==> src/smc_mem_pkg.sv <==
`default_nettype none

// Memory side types for the controller and the external bus
package smc_mem_pkg;

  // ----------------------------------------------------------------------
  // External cycle defaults
  // ----------------------------------------------------------------------
  localparam int unsigned DEFAULT_EXT_AW      = 20;  // 1 MB byte space
  localparam int unsigned DEFAULT_WAIT_STATES = 2;   // Extra strobe cycles per byte

  typedef logic [DEFAULT_EXT_AW-1:0] ext_addr_t;  // External byte address
  typedef logic [7:0]                ext_data_t;  // One SRAM byte

  // Low two bits of HSIZE, as seen by the controller
  typedef logic [1:0] xfer_size_t;

  // ----------------------------------------------------------------------
  // Controller FSM
  // ----------------------------------------------------------------------
  typedef enum logic [2:0] {
    MAC_IDLE   = 3'd0,  // Waiting, or request pending
    MAC_WDATA  = 3'd1,  // Write data capture
    MAC_SETUP  = 3'd2,  // Address and chip select out
    MAC_STROBE = 3'd3,  // OE or WE active
    MAC_HOLD   = 3'd4,  // Strobe released, address held
    MAC_DONE   = 3'd5   // Last byte finished, AHB ready
  } mac_state_e;

endpackage

`default_nettype wire

==> src/smc_ahb_pkg.sv <==
`default_nettype none

// AHB-Lite protocol types, shared by the front end, top and testbench
package smc_ahb_pkg;

  // ----------------------------------------------------------------------
  // Bus words
  // ----------------------------------------------------------------------
  typedef logic [31:0] ahb_addr_t;  // Byte address
  typedef logic [31:0] ahb_data_t;  // Read and write data

  // ----------------------------------------------------------------------
  // Control encodings
  // ----------------------------------------------------------------------
  // Transfer type, SEQ handled like NONSEQ here
  typedef enum logic [1:0] {
    HTRANS_IDLE   = 2'b00,
    HTRANS_BUSY   = 2'b01,
    HTRANS_NONSEQ = 2'b10,
    HTRANS_SEQ    = 2'b11
  } htrans_e;

  typedef enum logic [2:0] {
    HSIZE_BYTE = 3'b000,  // 8 bit
    HSIZE_HALF = 3'b001,  // 16 bit
    HSIZE_WORD = 3'b010   // 32 bit
  } hsize_e;

  // Only OKAY and ERROR are ever returned
  typedef enum logic [1:0] {
    HRESP_OKAY  = 2'b00,
    HRESP_ERROR = 2'b01
  } hresp_e;

endpackage

`default_nettype wire
==> src/smc_req_if.sv <==
`timescale 1ns/1ps
`default_nettype none

// One accepted AHB request, front end to controller
interface smc_req_if;
  import smc_ahb_pkg::*;
  import smc_mem_pkg::*;

  logic       new_access;  // Single cycle start pulse
  ahb_addr_t  addr;        // Address phase address
  xfer_size_t xfer_size;   // Byte, half or word
  logic       n_read;      // High for a write
  logic       smc_done;    // End of a byte cycle
  logic       mac_done;    // Last byte of the transfer
  logic       smc_idle;    // Controller can take a request
  ahb_data_t  read_data;   // Assembled read word

  // Read word reaches the front end through its own port
  modport front (output new_access, addr, xfer_size, n_read,
                 input  smc_done, mac_done, smc_idle);
  modport ctrl  (input  new_access, addr, xfer_size, n_read,
                 output smc_done, mac_done, smc_idle, read_data);
endinterface

// Byte cycle control, controller to external bus driver
interface smc_ext_if #(
  parameter int unsigned EXT_AW = smc_mem_pkg::DEFAULT_EXT_AW
);
  import smc_ahb_pkg::*;

  logic [EXT_AW-1:0] byte_addr;  // Current external byte
  logic [1:0]        lane;       // Byte lane within the AHB word
  logic              wr;         // Write cycle
  logic              cs_en;      // Chip select wanted
  logic              strobe;     // OE or WE wanted
  ahb_data_t         wbyte_src;  // Captured write word
  ahb_data_t         rd_word;    // Assembled read word back from the bus

  modport ctrl (output byte_addr, lane, wr, cs_en, strobe, wbyte_src,
                input  rd_word);
  modport bus  (input  byte_addr, lane, wr, cs_en, strobe, wbyte_src);
endinterface

`default_nettype wire

==> src/smc_top.sv <==
`timescale 1ns/1ps
`default_nettype none

// Static memory controller slice, AHB-Lite slave on one 8-bit SRAM
module smc_top #(
  parameter int unsigned WAIT_STATES = smc_mem_pkg::DEFAULT_WAIT_STATES,
  parameter int unsigned EXT_AW      = $bits(smc_mem_pkg::ext_addr_t)
) (
  input  logic                   hclk24,
  input  logic                   n_sys_reset24,
  // AHB side
  input  logic                   hsel,
  input  smc_ahb_pkg::ahb_addr_t haddr,
  input  smc_ahb_pkg::htrans_e   htrans,
  input  logic                   hwrite,
  input  smc_ahb_pkg::hsize_e    hsize,
  input  smc_ahb_pkg::ahb_data_t hwdata,
  input  logic                   hready,
  output smc_ahb_pkg::ahb_data_t hrdata,
  output logic                   hready_out,
  output smc_ahb_pkg::hresp_e    hresp,
  // SRAM side
  output logic [EXT_AW-1:0]      sram_addr,
  output smc_mem_pkg::ext_data_t sram_wdata,
  output logic                   sram_n_cs,
  output logic                   sram_n_oe,
  output logic                   sram_n_we,
  input  smc_mem_pkg::ext_data_t sram_rdata
);

  smc_req_if                    u_req_if ();
  smc_ext_if #(.EXT_AW(EXT_AW)) u_ext_if ();

  // ----------------------------------------------------------------------
  // Front end, controller, bus driver
  // ----------------------------------------------------------------------
  smc_ahb_lite_if u_ahb_if (
    .hclk24        (hclk24),
    .n_sys_reset24 (n_sys_reset24),
    .hsel          (hsel),
    .haddr         (haddr),
    .htrans        (htrans),
    .hwrite        (hwrite),
    .hsize         (hsize),
    .hready        (hready),
    .rd_word       (u_req_if.read_data),  // Gated word from the controller
    .hrdata        (hrdata),
    .hready_out    (hready_out),
    .hresp         (hresp),
    .req           (u_req_if.front)
  );

  smc_mac #(
    .WAIT_STATES (WAIT_STATES),
    .EXT_AW      (EXT_AW)
  ) u_mac (
    .hclk24        (hclk24),
    .n_sys_reset24 (n_sys_reset24),
    .hwdata        (hwdata),  // Bypasses the request, arrives a cycle later
    .req           (u_req_if.ctrl),
    .ext           (u_ext_if.ctrl)
  );

  smc_ext_bus #(
    .EXT_AW (EXT_AW)
  ) u_ext_bus (
    .hclk24        (hclk24),
    .n_sys_reset24 (n_sys_reset24),
    .sram_rdata    (sram_rdata),
    .sram_addr     (sram_addr),
    .sram_wdata    (sram_wdata),
    .sram_n_cs     (sram_n_cs),
    .sram_n_oe     (sram_n_oe),
    .sram_n_we     (sram_n_we),
    .read_data     (u_ext_if.rd_word),  // Returned to the controller
    .ext           (u_ext_if.bus)
  );

endmodule

`default_nettype wire

==> src/smc_ext_bus.sv <==
`timescale 1ns/1ps
`default_nettype none

// External 8-bit SRAM bus, registered strobes and lane steering
module smc_ext_bus #(
  parameter int unsigned EXT_AW = smc_mem_pkg::DEFAULT_EXT_AW
) (
  input  logic                   hclk24,
  input  logic                   n_sys_reset24,
  input  smc_mem_pkg::ext_data_t sram_rdata,
  output logic [EXT_AW-1:0]      sram_addr,
  output smc_mem_pkg::ext_data_t sram_wdata,
  output logic                   sram_n_cs,
  output logic                   sram_n_oe,
  output logic                   sram_n_we,
  output smc_ahb_pkg::ahb_data_t read_data,  // Assembled read word
  smc_ext_if.bus                 ext
);
  import smc_mem_pkg::*;

  ext_data_t [3:0] rd_lane_q;  // Read bytes by lane
  logic            rd_cap;     // Last strobe cycle of a read

  // ----------------------------------------------------------------------
  // Strobes
  // ----------------------------------------------------------------------
  // All change on the clock edge only
  always_ff @(posedge hclk24 or negedge n_sys_reset24)
  begin
    if (!n_sys_reset24)
    begin
      sram_n_cs <= 1'b1;
      sram_n_oe <= 1'b1;
      sram_n_we <= 1'b1;
    end
    else
    begin
      sram_n_cs <= ~ext.cs_en;
      sram_n_oe <= ~(ext.strobe & ~ext.wr);
      sram_n_we <= ~(ext.strobe & ext.wr);  // Rising edge writes the SRAM
    end
  end

  // Address and write byte, stable over the whole strobe
  always_ff @(posedge hclk24)
  begin
    sram_addr  <= ext.byte_addr;
    sram_wdata <= ext.wbyte_src[8*ext.lane +: 8];  // Lane k from bits 8k up
  end

  // ----------------------------------------------------------------------
  // Read assembly
  // ----------------------------------------------------------------------
  // OE still low but the controller already in HOLD
  assign rd_cap = ~sram_n_oe & ~ext.strobe;

  always_ff @(posedge hclk24)
  begin
    if (rd_cap)
    begin
      rd_lane_q[ext.lane] <= sram_rdata;
    end
    else if (!ext.cs_en)
    begin
      rd_lane_q <= '0;  // Untouched lanes read as zero
    end
  end

  assign read_data = rd_lane_q;

endmodule

`default_nettype wire

==> src/smc_mac.sv <==
`timescale 1ns/1ps
`default_nettype none

// Memory access controller, one AHB transfer as 1, 2 or 4 byte cycles
module smc_mac #(
  parameter int unsigned WAIT_STATES = smc_mem_pkg::DEFAULT_WAIT_STATES,
  parameter int unsigned EXT_AW      = smc_mem_pkg::DEFAULT_EXT_AW
) (
  input  logic                   hclk24,
  input  logic                   n_sys_reset24,
  input  smc_ahb_pkg::ahb_data_t hwdata,  // Data phase write word
  smc_req_if.ctrl                req,
  smc_ext_if.ctrl                ext
);
  import smc_ahb_pkg::*;
  import smc_mem_pkg::*;

  mac_state_e        state;
  mac_state_e        state_nxt;
  logic              pend;         // Request latched, not started
  logic              wr_q;         // Direction of the transfer
  logic [1:0]        lane_q;       // Lane of the current byte
  logic [1:0]        byte_left;    // Bytes after the current one
  logic [3:0]        wait_cnt;     // Strobe cycles still to go
  logic [EXT_AW-3:0] word_addr_q;  // External word address
  ahb_data_t         wdata_q;      // Captured write word

  // Index of the last byte for a given size
  function automatic logic [1:0] last_byte(input xfer_size_t size);
    case (size)
      2'b00:   last_byte = 2'd0;
      2'b01:   last_byte = 2'd1;
      default: last_byte = 2'd3;  // Word
    endcase
  endfunction

  // ----------------------------------------------------------------------
  // Next state
  // ----------------------------------------------------------------------
  always_comb
  begin
    state_nxt = state;
    case (state)
      MAC_IDLE:
      begin
        if (pend)
        begin
          state_nxt = wr_q ? MAC_WDATA : MAC_SETUP;
        end
      end
      MAC_WDATA:  state_nxt = MAC_SETUP;
      MAC_SETUP:  state_nxt = MAC_STROBE;
      MAC_STROBE:
      begin
        if (wait_cnt == 4'd0)
        begin
          state_nxt = MAC_HOLD;  // Wait states used up
        end
      end
      MAC_HOLD:   state_nxt = (byte_left == 2'd0) ? MAC_DONE : MAC_SETUP;
      MAC_DONE:   state_nxt = MAC_IDLE;
      default:    state_nxt = MAC_IDLE;
    endcase
  end

  // ----------------------------------------------------------------------
  // Control registers
  // ----------------------------------------------------------------------
  always_ff @(posedge hclk24 or negedge n_sys_reset24)
  begin
    if (!n_sys_reset24)
    begin
      state     <= MAC_IDLE;
      pend      <= 1'b0;
      wr_q      <= 1'b0;
      lane_q    <= 2'd0;
      byte_left <= 2'd0;
      wait_cnt  <= 4'd0;
    end
    else
    begin
      state <= state_nxt;
      if (req.new_access)
      begin
        // Only seen in IDLE or DONE
        pend      <= 1'b1;
        wr_q      <= req.n_read;
        lane_q    <= req.addr[1:0];         // First lane from the address
        byte_left <= last_byte(req.xfer_size);
      end
      else if ((state == MAC_IDLE) && pend)
      begin
        pend <= 1'b0;  // Transfer started
      end

      if (state == MAC_SETUP)
      begin
        wait_cnt <= 4'(WAIT_STATES);
      end
      else if ((state == MAC_STROBE) && (wait_cnt != 4'd0))
      begin
        wait_cnt <= wait_cnt - 4'd1;
      end

      if ((state == MAC_HOLD) && (byte_left != 2'd0))
      begin
        byte_left <= byte_left - 2'd1;
        lane_q    <= lane_q + 2'd1;  // Next byte up
      end
    end
  end

  // ----------------------------------------------------------------------
  // Payload
  // ----------------------------------------------------------------------
  always_ff @(posedge hclk24)
  begin
    if (req.new_access)
    begin
      word_addr_q <= req.addr[EXT_AW-1:2];
    end
    if (state == MAC_WDATA)
    begin
      wdata_q <= hwdata;  // Data phase held while ready is low
    end
  end

  // Byte cycle control to the bus driver
  assign ext.byte_addr = {word_addr_q, lane_q};
  assign ext.lane      = lane_q;
  assign ext.wr        = wr_q;
  assign ext.cs_en     = (state == MAC_SETUP) | (state == MAC_STROBE) |
                         (state == MAC_HOLD);
  assign ext.strobe    = (state == MAC_STROBE);
  assign ext.wbyte_src = wdata_q;

  // Status back to the front end
  assign req.smc_done  = (state == MAC_HOLD) | (state == MAC_DONE);
  assign req.mac_done  = (state == MAC_DONE);
  assign req.smc_idle  = ((state == MAC_IDLE) & ~pend) | (state == MAC_DONE);
  assign req.read_data = ((state == MAC_DONE) && !wr_q) ? ext.rd_word : '0;  // Reads only

endmodule

`default_nettype wire

==> src/smc_ahb_lite_if.sv <==
`timescale 1ns/1ps
`default_nettype none

// AHB-Lite slave front end of the static memory controller
module smc_ahb_lite_if (
  input  logic                  hclk24,
  input  logic                  n_sys_reset24,
  input  logic                  hsel,        // Slave select from decoder
  input  smc_ahb_pkg::ahb_addr_t haddr,
  input  smc_ahb_pkg::htrans_e  htrans,
  input  logic                  hwrite,
  input  smc_ahb_pkg::hsize_e   hsize,
  input  logic                  hready,      // Muxed bus ready
  input  smc_ahb_pkg::ahb_data_t rd_word,    // Read word from the controller
  output smc_ahb_pkg::ahb_data_t hrdata,
  output logic                  hready_out,
  output smc_ahb_pkg::hresp_e   hresp,
  smc_req_if.front              req
);
  import smc_ahb_pkg::*;

  logic active;      // NONSEQ or SEQ to this slave
  logic misaligned;  // Size and address disagree
  logic mis_err;     // Misaligned transfer sampled
  logic new_acc;     // Valid aligned transfer sampled
  logic r_ready;     // Registered part of HREADY
  logic r_hresp;     // Second cycle of ERROR pending
  logic ctrl_done;   // Controller finished the transfer

  // ----------------------------------------------------------------------
  // Address phase decode
  // ----------------------------------------------------------------------
  assign active = hsel & ((htrans == HTRANS_NONSEQ) | (htrans == HTRANS_SEQ));

  // Half on odd byte, word off a word boundary
  always_comb
  begin
    misaligned = 1'b0;
    if ((hsize == HSIZE_HALF) && haddr[0])
    begin
      misaligned = 1'b1;
    end
    else if ((hsize == HSIZE_WORD) && (haddr[1:0] != 2'b00))
    begin
      misaligned = 1'b1;
    end
  end

  assign mis_err = active & hready & misaligned;  // No memory cycle for these
  assign new_acc = active & hready & ~misaligned & req.smc_idle;

  // Request straight from the address phase
  assign req.new_access = new_acc;
  assign req.addr       = haddr;
  assign req.xfer_size  = hsize[1:0];
  assign req.n_read     = hwrite;  // High means write

  assign ctrl_done = req.smc_done & req.mac_done;

  // ----------------------------------------------------------------------
  // Response
  // ----------------------------------------------------------------------
  // ERROR lasts two cycles, ready low then high
  always_ff @(posedge hclk24 or negedge n_sys_reset24)
  begin
    if (!n_sys_reset24)
    begin
      hresp   <= HRESP_OKAY;
      r_hresp <= 1'b0;
    end
    else if (mis_err)
    begin
      hresp   <= HRESP_ERROR;
      r_hresp <= 1'b1;
    end
    else if (r_hresp)
    begin
      hresp   <= HRESP_ERROR;  // Second error cycle
      r_hresp <= 1'b0;
    end
    else
    begin
      hresp   <= HRESP_OKAY;
    end
  end

  // ----------------------------------------------------------------------
  // Ready
  // ----------------------------------------------------------------------
  // Low from an accepted or faulty transfer until the controller
  // or the error sequence releases it
  always_ff @(posedge hclk24 or negedge n_sys_reset24)
  begin
    if (!n_sys_reset24)
    begin
      r_ready <= 1'b1;
    end
    else if (new_acc | mis_err)
    begin
      r_ready <= 1'b0;
    end
    else if (r_hresp | ctrl_done)
    begin
      r_ready <= 1'b1;  // Idle, busy and unselected keep it high
    end
  end

  assign hready_out = r_ready | ctrl_done;  // DONE cycle ends the wait

  assign hrdata = rd_word;

endmodule

`default_nettype wire

==> config.mk <==
export PLATFORM = sky130hd
export DESIGN_NAME = smc_top
export DESIGN_NICKNAME = d
export VERILOG_FILES = /design/src/smc_mem_pkg.sv /design/src/smc_ahb_pkg.sv /design/src/smc_req_if.sv /design/src/smc_top.sv /design/src/smc_ext_bus.sv /design/src/smc_mac.sv /design/src/smc_ahb_lite_if.sv
export SDC_FILE = /design/constraint.sdc
export NUM_CORES = 1
export LEC_CHECK = 0
export BUFFER_PORTS_ARGS = -buffer_cell sky130_fd_sc_hd__buf_2
export CAP_MARGIN = 20
export CORE_AREA = 2 2 99 101
export DETAILED_ROUTE_END_ITERATION = 8
export DIE_AREA = 0 0 101 103
export PLACE_DENSITY_LB_ADDON = 0.05
export SYNTH_ARGS = -nofsm -noshare
export SYNTH_HDL_FRONTEND = slang
export SYNTH_SLANG_ARGS = --single-unit
==> constraint.sdc <==
create_clock -name hclk24 -period 11.5 [get_ports hclk24]
set_input_delay 1.725 -clock hclk24 [delete_from_list [all_inputs] [get_ports hclk24]]
set_output_delay 1.725 -clock hclk24 [all_outputs]
set_load 0.02 [all_outputs]
* Word-level counts from Yosys, hierarchy flattened
Index checks and enable logic that the tools add are counted.
Word-level totals: logic and storage cells 112, input port bits 82, bits in registers 130
Operators by class: order comparisons 2, add/subtract/negate cells 3, multiplexer cells 27, bitwise logic cells 26, equal/unequal tests 13, shift operators 1, reduce and logical (&&, ||, !) cells 20
Operators by type and width (number):
- 32-bit 2-to-1 mux | 3
- 32-bit bitwise mux | 1
- 32-bit by 6-bit variable part select with 8-bit output | 1
- 8-bit demux with 2-bit select | 1
- 3-bit case mux with 5 select lines | 1
- 2-bit 2-to-1 mux | 6
- 2-bit nonzero test | 6
- 1-bit bitwise AND | 10
- 3-bit by 2-bit equality test with 1-bit output, second input constant | 3
- 3-bit 2-to-1 mux | 3
- 1-bit 2-to-1 mux | 8
- 4-bit 2-to-1 mux | 2
- 8-bit 2-to-1 mux | 1
- 1-bit NOT | 8
- 1-bit OR | 8
- 1-bit logical AND | 7
- 3-bit by 1-bit equality test with 1-bit output, second input constant | 2
- 3-bit equality test, second input constant | 2
- 2-bit equality test, second input constant | 2
- 2-bit zero test | 2
- 4-bit zero test | 1
- 2-bit != test, second input constant | 2
- 2-bit case mux with 2 select lines | 1
- 4-bit nonzero test | 1
- 10 further kinds | 10

* Logic depth before layout (Yosys ltp)
depth after elaboration 9, gate-level depth with buffers 8

* Modules after synthesis
Synthesis repeated with hierarchy kept, for this count alone.
Unflattened totals: cells, all modules 424, area total of the unflattened synthesis 5517.8 um2
Modules (own cells, without submodules):
- smc_mac | instances 1, area an instance 2492.4 um2, sequential area each 1826.8 um2, cells each 168
- smc_ext_bus | instances 1, area an instance 2363.5 um2, sequential area each 1600.3 um2, cells each 172
- smc_ahb_lite_if | instances 1, area an instance 661.9 um2, sequential area each 76.3 um2, cells each 84

* Least setup slack after synthesis
No wires, ideal clock.
path kind reg-to-reg, start point register u_mac.state[0], end point register u_mac.wdata_q[0], in the netlist u_mac.ext.wbyte_src[0] (enable), period minus slack after synthesis 3605 ps, path buffers 2, library setup time 468 ps, slack 7895 ps, cell stages (with the launch flop) 4, arrival 3138 ps, cells stage by stage dfrtp_1 > buf_4 > clkbuf_1 > nor3b_1
On the way: cells in the longest elaborated chain, start to end 1
RTL lines:
- start: declaration | line smc_mac.sv:18 | mac_state_e state;
- start signal: assignment | line smc_mac.sv:82 | state <= state_nxt;
- 3-bit by 1-bit equality test with 1-bit output | line smc_mac.sv:122 | if (state == MAC_WDATA)
- end signal: assignment | line smc_mac.sv:124 | wdata_q <= hwdata;
- end: declaration | line smc_mac.sv:26 | ahb_data_t wdata_q;
Every way passes these cells. A chain may end at the register's enable or synchronous reset.

* Final worst setup path
start point register u_mac.state[0], end point output port hrdata[17]
On the way: cells in the longest elaborated chain, start to end 3
RTL lines:
- 3-bit equality test | line smc_mac.sv:141 | assign req.read_data = ((state == MAC_DONE) && !wr_q) ? ext.rd_word : '0;
- 1-bit logical AND | line smc_mac.sv:141
- 32-bit 2-to-1 mux | line smc_mac.sv:141
- end: declaration | line smc_top.sv:19 | output smc_ahb_pkg::ahb_data_t hrdata,
Every way passes these cells.

==> metrics.log <==
INFO  metric route.detailed.wl_per_inst = about 17 um
INFO  metric clk_root_buffer_cell = sky130_fd_sc_hd__clkbuf_8
INFO  metric final_nets = about 570
INFO  metric grt_util_all_layers = approximately a fifth
INFO  metric vias_per_cell = approximately 5.2
INFO  metric pwr_density_cell = 267 nW/um2
INFO  metric r2r-end = u_ext_bus.read_data[5]$_SDFFCE_PN0P_
INFO  metric clockBufferDepth = 2
INFO  metric via_count = about 3100
INFO  metric final.setup.tns = 0 ns
INFO  metric ios = 148
INFO  metric ir_drop = ~150 uV
INFO  metric critPathSlowestCell = sky130_fd_sc_hd__dfrtp_1
INFO  metric finClkSkew = roughly 0.008 ns
INFO  metric grt_antenna_before_repair = 0
INFO  metric period_minus_slack = about 4 ns
INFO  metric share_clk_of_total_power = approximately 31%
INFO  metric timing.reg2reg.worst_path_depth = 6
INFO  metric register_area = around 3500 um2
INFO  metric post-synth-top-area-cell = sky130_fd_sc_hd__edfxtp_1
INFO  metric layout_commonest_cell = sky130_fd_sc_hd__buf_2
INFO  metric first_global_vias = roughly 3000
INFO  metric floorplan.rows = 36
INFO  metric hold_violations = 0
INFO  metric rrSetupSlack = roughly 9.4 ns
INFO  metric worstHoldPathType = reg -> reg
INFO  metric r2r-start = u_mac.state[1]$_DFFE_PN0P_
INFO  metric synth.net_count = 433
INFO  metric p_switching = roughly 540 uW
INFO  metric cts_setup_buffers = 0
INFO  metric slowest_delay = a little over 0.7 ns
INFO  metric dr.pass1.iters = 5
INFO  metric number_of_drc_markers_in_iteration_0 = 119
INFO  metric netlist_instances = roughly 350
INFO  metric worst_setup_path_start_kind = register
INFO  metric cp_data_required_time = around 9.8 ns
INFO  metric number_of_resized_instances_in_the_post_cts_repair_step = 0
INFO  metric cellInternalPower = about 1.2 mW
INFO  metric max-cap-violations = 0
INFO  metric antenna_nets_post_route = 0
INFO  metric grt_setup_unrepaired = false
INFO  metric cts.hold.buffers_added = 0
INFO  metric grt_start_max_net_pins = 36
INFO  metric synth.top_cell.area_share = between 40% and 50%
INFO  metric cell_leakage_power = around 2.8 nW
INFO  metric min_period_over_period = 34.3%
INFO  metric multiInputGateArea = 1380 um2
INFO  metric clkTransAtPathRegs = roughly 0.06 ns
INFO  metric tritoncts_num_sinks = ~130
INFO  metric drive_above_1_share = roughly 40%
INFO  metric die-height = ~100 um
INFO  metric slew-limit-headroom = between 30% and 40%
INFO  metric cp.arrival = around 2.2 ns
INFO  metric synth-seq-cells = 129
INFO  metric synth_seq_area_share = between 60% and 70%
INFO  metric report.final.slew_viol_count = 0
INFO  metric place_area = a little under 6000 um2
INFO  metric most-common-layout-cells = sky130_fd_sc_hd__buf_2 (133), sky130_fd_sc_hd__edfxtp_1 (82), sky130_fd_sc_hd__nor2_1 (44)
INFO  metric status = complete, no violations
INFO  metric routed_wl = 10000 um
INFO  metric drc = 0
INFO  metric setup_crit_path_kind = reg -> out
INFO  metric synthesis.area_per_instance = 14.6 um2
INFO  metric initial_utilization = a little over half
INFO  metric combPwrFrac = about 25%
INFO  metric numPortBuffers = 133
INFO  metric worst_setup_path_end_kind = primary output
INFO  metric core-area = 9460 um2
INFO  metric flow.area_growth_from_synthesis = 26.3%
INFO  metric achievable-frequency = between 200 and 300 MHz
INFO  metric fin_area = ~6400 um2
INFO  metric synth.cell_area = 5040 um2
INFO  metric number_of_antenna_diodes = 0
INFO  metric synth-warning-count = 0
INFO  metric h-tree-depth = 4
INFO  metric tightest_slew = around 0.92 ns
INFO  metric crit_path_cell_trace = and3b_1 -> buf_16 -> and3_1 -> buf_2
INFO  metric globalRoute.totalOverflow = 0
INFO  metric numCtsBuffers = 17
INFO  metric gp_routability_congestion = 0.773
INFO  metric floorplan.die.width = 101 um
INFO  metric tritoncts = built
INFO  metric fp.dieArea = around 10000 um2
INFO  metric clock_insertion_delay_worst_skew = around 0.53 ns
INFO  metric switching_share_of_total_power = about a third
INFO  metric hold-path-cell-count = 0
INFO  metric synth_top_cells_by_area = sky130_fd_sc_hd__edfxtp_1 (49%), sky130_fd_sc_hd__dfxtp_1 (11%), sky130_fd_sc_hd__dfrtp_1 (7.4%)
INFO  metric setup.worst_path.start = u_mac.state[0]$_DFFE_PN0P_
INFO  metric filler_cell_count = 727
INFO  metric timing.critical_path.to = hrdata[17]
INFO  metric timing.critical_path.fanout_max = 33
INFO  metric seqPwrFrac = roughly 44%
INFO  metric first_pass_grt_wire_length = about 15000 um
INFO  metric setup_viol = 0
INFO  metric detailedPlacementHpwl = between 6000 and 7000 um
INFO  metric netlist-cell-type-count = 44
-- synthesized netlist by cell type --
library cell and instances:
sky130_fd_sc_hd__inv_1 11, sky130_fd_sc_hd__a211oi_2 1, sky130_fd_sc_hd__a21oi_1 4, sky130_fd_sc_hd__o311ai_2 2
sky130_fd_sc_hd__nor4_4 1, sky130_fd_sc_hd__nor3b_1 1, sky130_fd_sc_hd__o21ai_0 8, sky130_fd_sc_hd__and3_1 32
sky130_fd_sc_hd__o211ai_1 2, sky130_fd_sc_hd__nor2b_1 1, sky130_fd_sc_hd__edfxtp_1 82, sky130_fd_sc_hd__nand3b_1 1
sky130_fd_sc_hd__o22a_1 1, sky130_fd_sc_hd__dfxtp_1 28, sky130_fd_sc_hd__nor2_2 1, sky130_fd_sc_hd__and3b_1 1
sky130_fd_sc_hd__mux4_2 8, sky130_fd_sc_hd__or2_2 2, sky130_fd_sc_hd__a211o_1 1, sky130_fd_sc_hd__buf_6 3
sky130_fd_sc_hd__o311ai_0 1, sky130_fd_sc_hd__nor4_2 1, sky130_fd_sc_hd__a21boi_0 1, sky130_fd_sc_hd__nor2_1 44
sky130_fd_sc_hd__buf_4 2, sky130_fd_sc_hd__buf_1 2, sky130_fd_sc_hd__clkbuf_1 11, sky130_fd_sc_hd__or2b_1 1
sky130_fd_sc_hd__ha_1 6, sky130_fd_sc_hd__nand3_1 7, sky130_fd_sc_hd__nand2b_1 3, sky130_fd_sc_hd__nand2_1 8
sky130_fd_sc_hd__nor2b_4 1, sky130_fd_sc_hd__dfstp_2 4, sky130_fd_sc_hd__xnor2_1 2, sky130_fd_sc_hd__conb_1 1
sky130_fd_sc_hd__dfrtp_1 15, sky130_fd_sc_hd__buf_2 4, sky130_fd_sc_hd__nor3_2 2, sky130_fd_sc_hd__nor3_1 2
sky130_fd_sc_hd__clkinv_4 1, sky130_fd_sc_hd__mux2i_1 33, sky130_fd_sc_hd__o22ai_1 1, sky130_fd_sc_hd__a211o_4 1
-- cells by family (layout without fill, tap and decap cells) --
group / Yosys count / count (layout) / share of synthesized area (%)
mux: 41 / 41 / 10.1
fa+ha+maj: 6 / 6 / 1.49
flops: 129 / 129 / 69.5
compound gates: 23 / 23 / 3.53
xor+xnor: 2 / 2 / 0.348
other cells: 1 / 1 / 0.0744
simple gates: 109 / 109 / 11.6
buf+inv: 34 / 181 / 3.33
-- routing by layer --
metal / global-route usage, % / up-vias / wire length, um
met3: 6.51 / 16 / 559
met5: 0 / - / 0
met2: 31.4 / 93 / 4900
met1: 25.7 / 1499 / 4370
met4: 10.3 / 0 / 183
li1: - / 1522 / -
-- state kept, by name, indices dropped and copies added, names as in the netlist --
register and count:
u_ext_bus.read_data 32, u_mac.ext.wbyte_src 32, u_ext_bus.sram_addr 20, u_mac.word_addr_q 18
u_ext_bus.sram_wdata 8, u_mac.wait_cnt 4, u_mac.state 3, u_mac.byte_left 2
u_mac.ext.lane 2, u_ahb_if.hresp 1, u_ahb_if.r_hresp 1, u_ahb_if.r_ready 1
u_ext_bus.sram_n_cs 1, u_ext_bus.sram_n_oe 1, u_ext_bus.sram_n_we 1, u_mac.ext.wr 1
u_mac.pend 1
-- worst min-delay path by stage --
stage,startpoint,to
finish,u_mac.word_addr_q[15]$_DFFE_PP_,u_ext_bus.sram_addr[17]$_DFF_P_
global route,u_mac.word_addr_q[1]$_DFFE_PP_,u_ext_bus.sram_addr[3]$_DFF_P_
CTS,u_mac.word_addr_q[15]$_DFFE_PP_,u_ext_bus.sram_addr[17]$_DFF_P_
detailed placement,u_mac.word_addr_q[15]$_DFFE_PP_,u_ext_bus.sram_addr[17]$_DFF_P_
global placement,u_mac.word_addr_q[12]$_DFFE_PP_,u_ext_bus.sram_addr[14]$_DFF_P_
floorplan,u_mac.word_addr_q[8]$_DFFE_PP_,u_ext_bus.sram_addr[10]$_DFF_P_
-- critical path, delay by kind of cell (launching register included) --
| family | cells | cell delay [ns] |
|---|---|---|
| buffers and inverters | 2 | 0.37 |
| flip-flops | 1 | 0.71 |
| AND/OR/NAND/NOR | 2 | 0.59 |
-- power groups by stage --
stage	logic [mW]	registers [mW]	clock network (mW)
floorplan	0.313	0.758	0
global placement	0.415	0.756	0
detailed placement	0.424	0.763	0
CTS	0.428	0.757	0.531
global route	0.468	0.774	0.547
finish	0.425	0.755	0.519
-- final cells by class --
type	instances	area share, %
flip-flops and latches	129	55.1
multi-input cells	182	21.6
repair buffers	137	11.2
clock buffers	19	6.94
well taps	114	2.24
clock inverters	13	2.10
inverters	12	0.786
-- through the flow --
step | worst slack, ns | hold slack, ns | utilization, % | std cells | total power, mW
finish | 7.56 | 0.339 | 67.3 | 606 | 1.70
global route | 7.46 | 0.343 | 67.3 | 606 | 1.79
CTS | 7.06 | 0.341 | 67.0 | 605 | 1.72
detailed placement | 7.64 | 0.327 | 60.9 | 573 | 1.19
global placement | 7.66 | 0.324 | 60.9 | 573 | 1.17
floorplan | 7.89 | 0.323 | - | 345 | 1.07
Note: power is estimated with default switching activity, not from simulation.
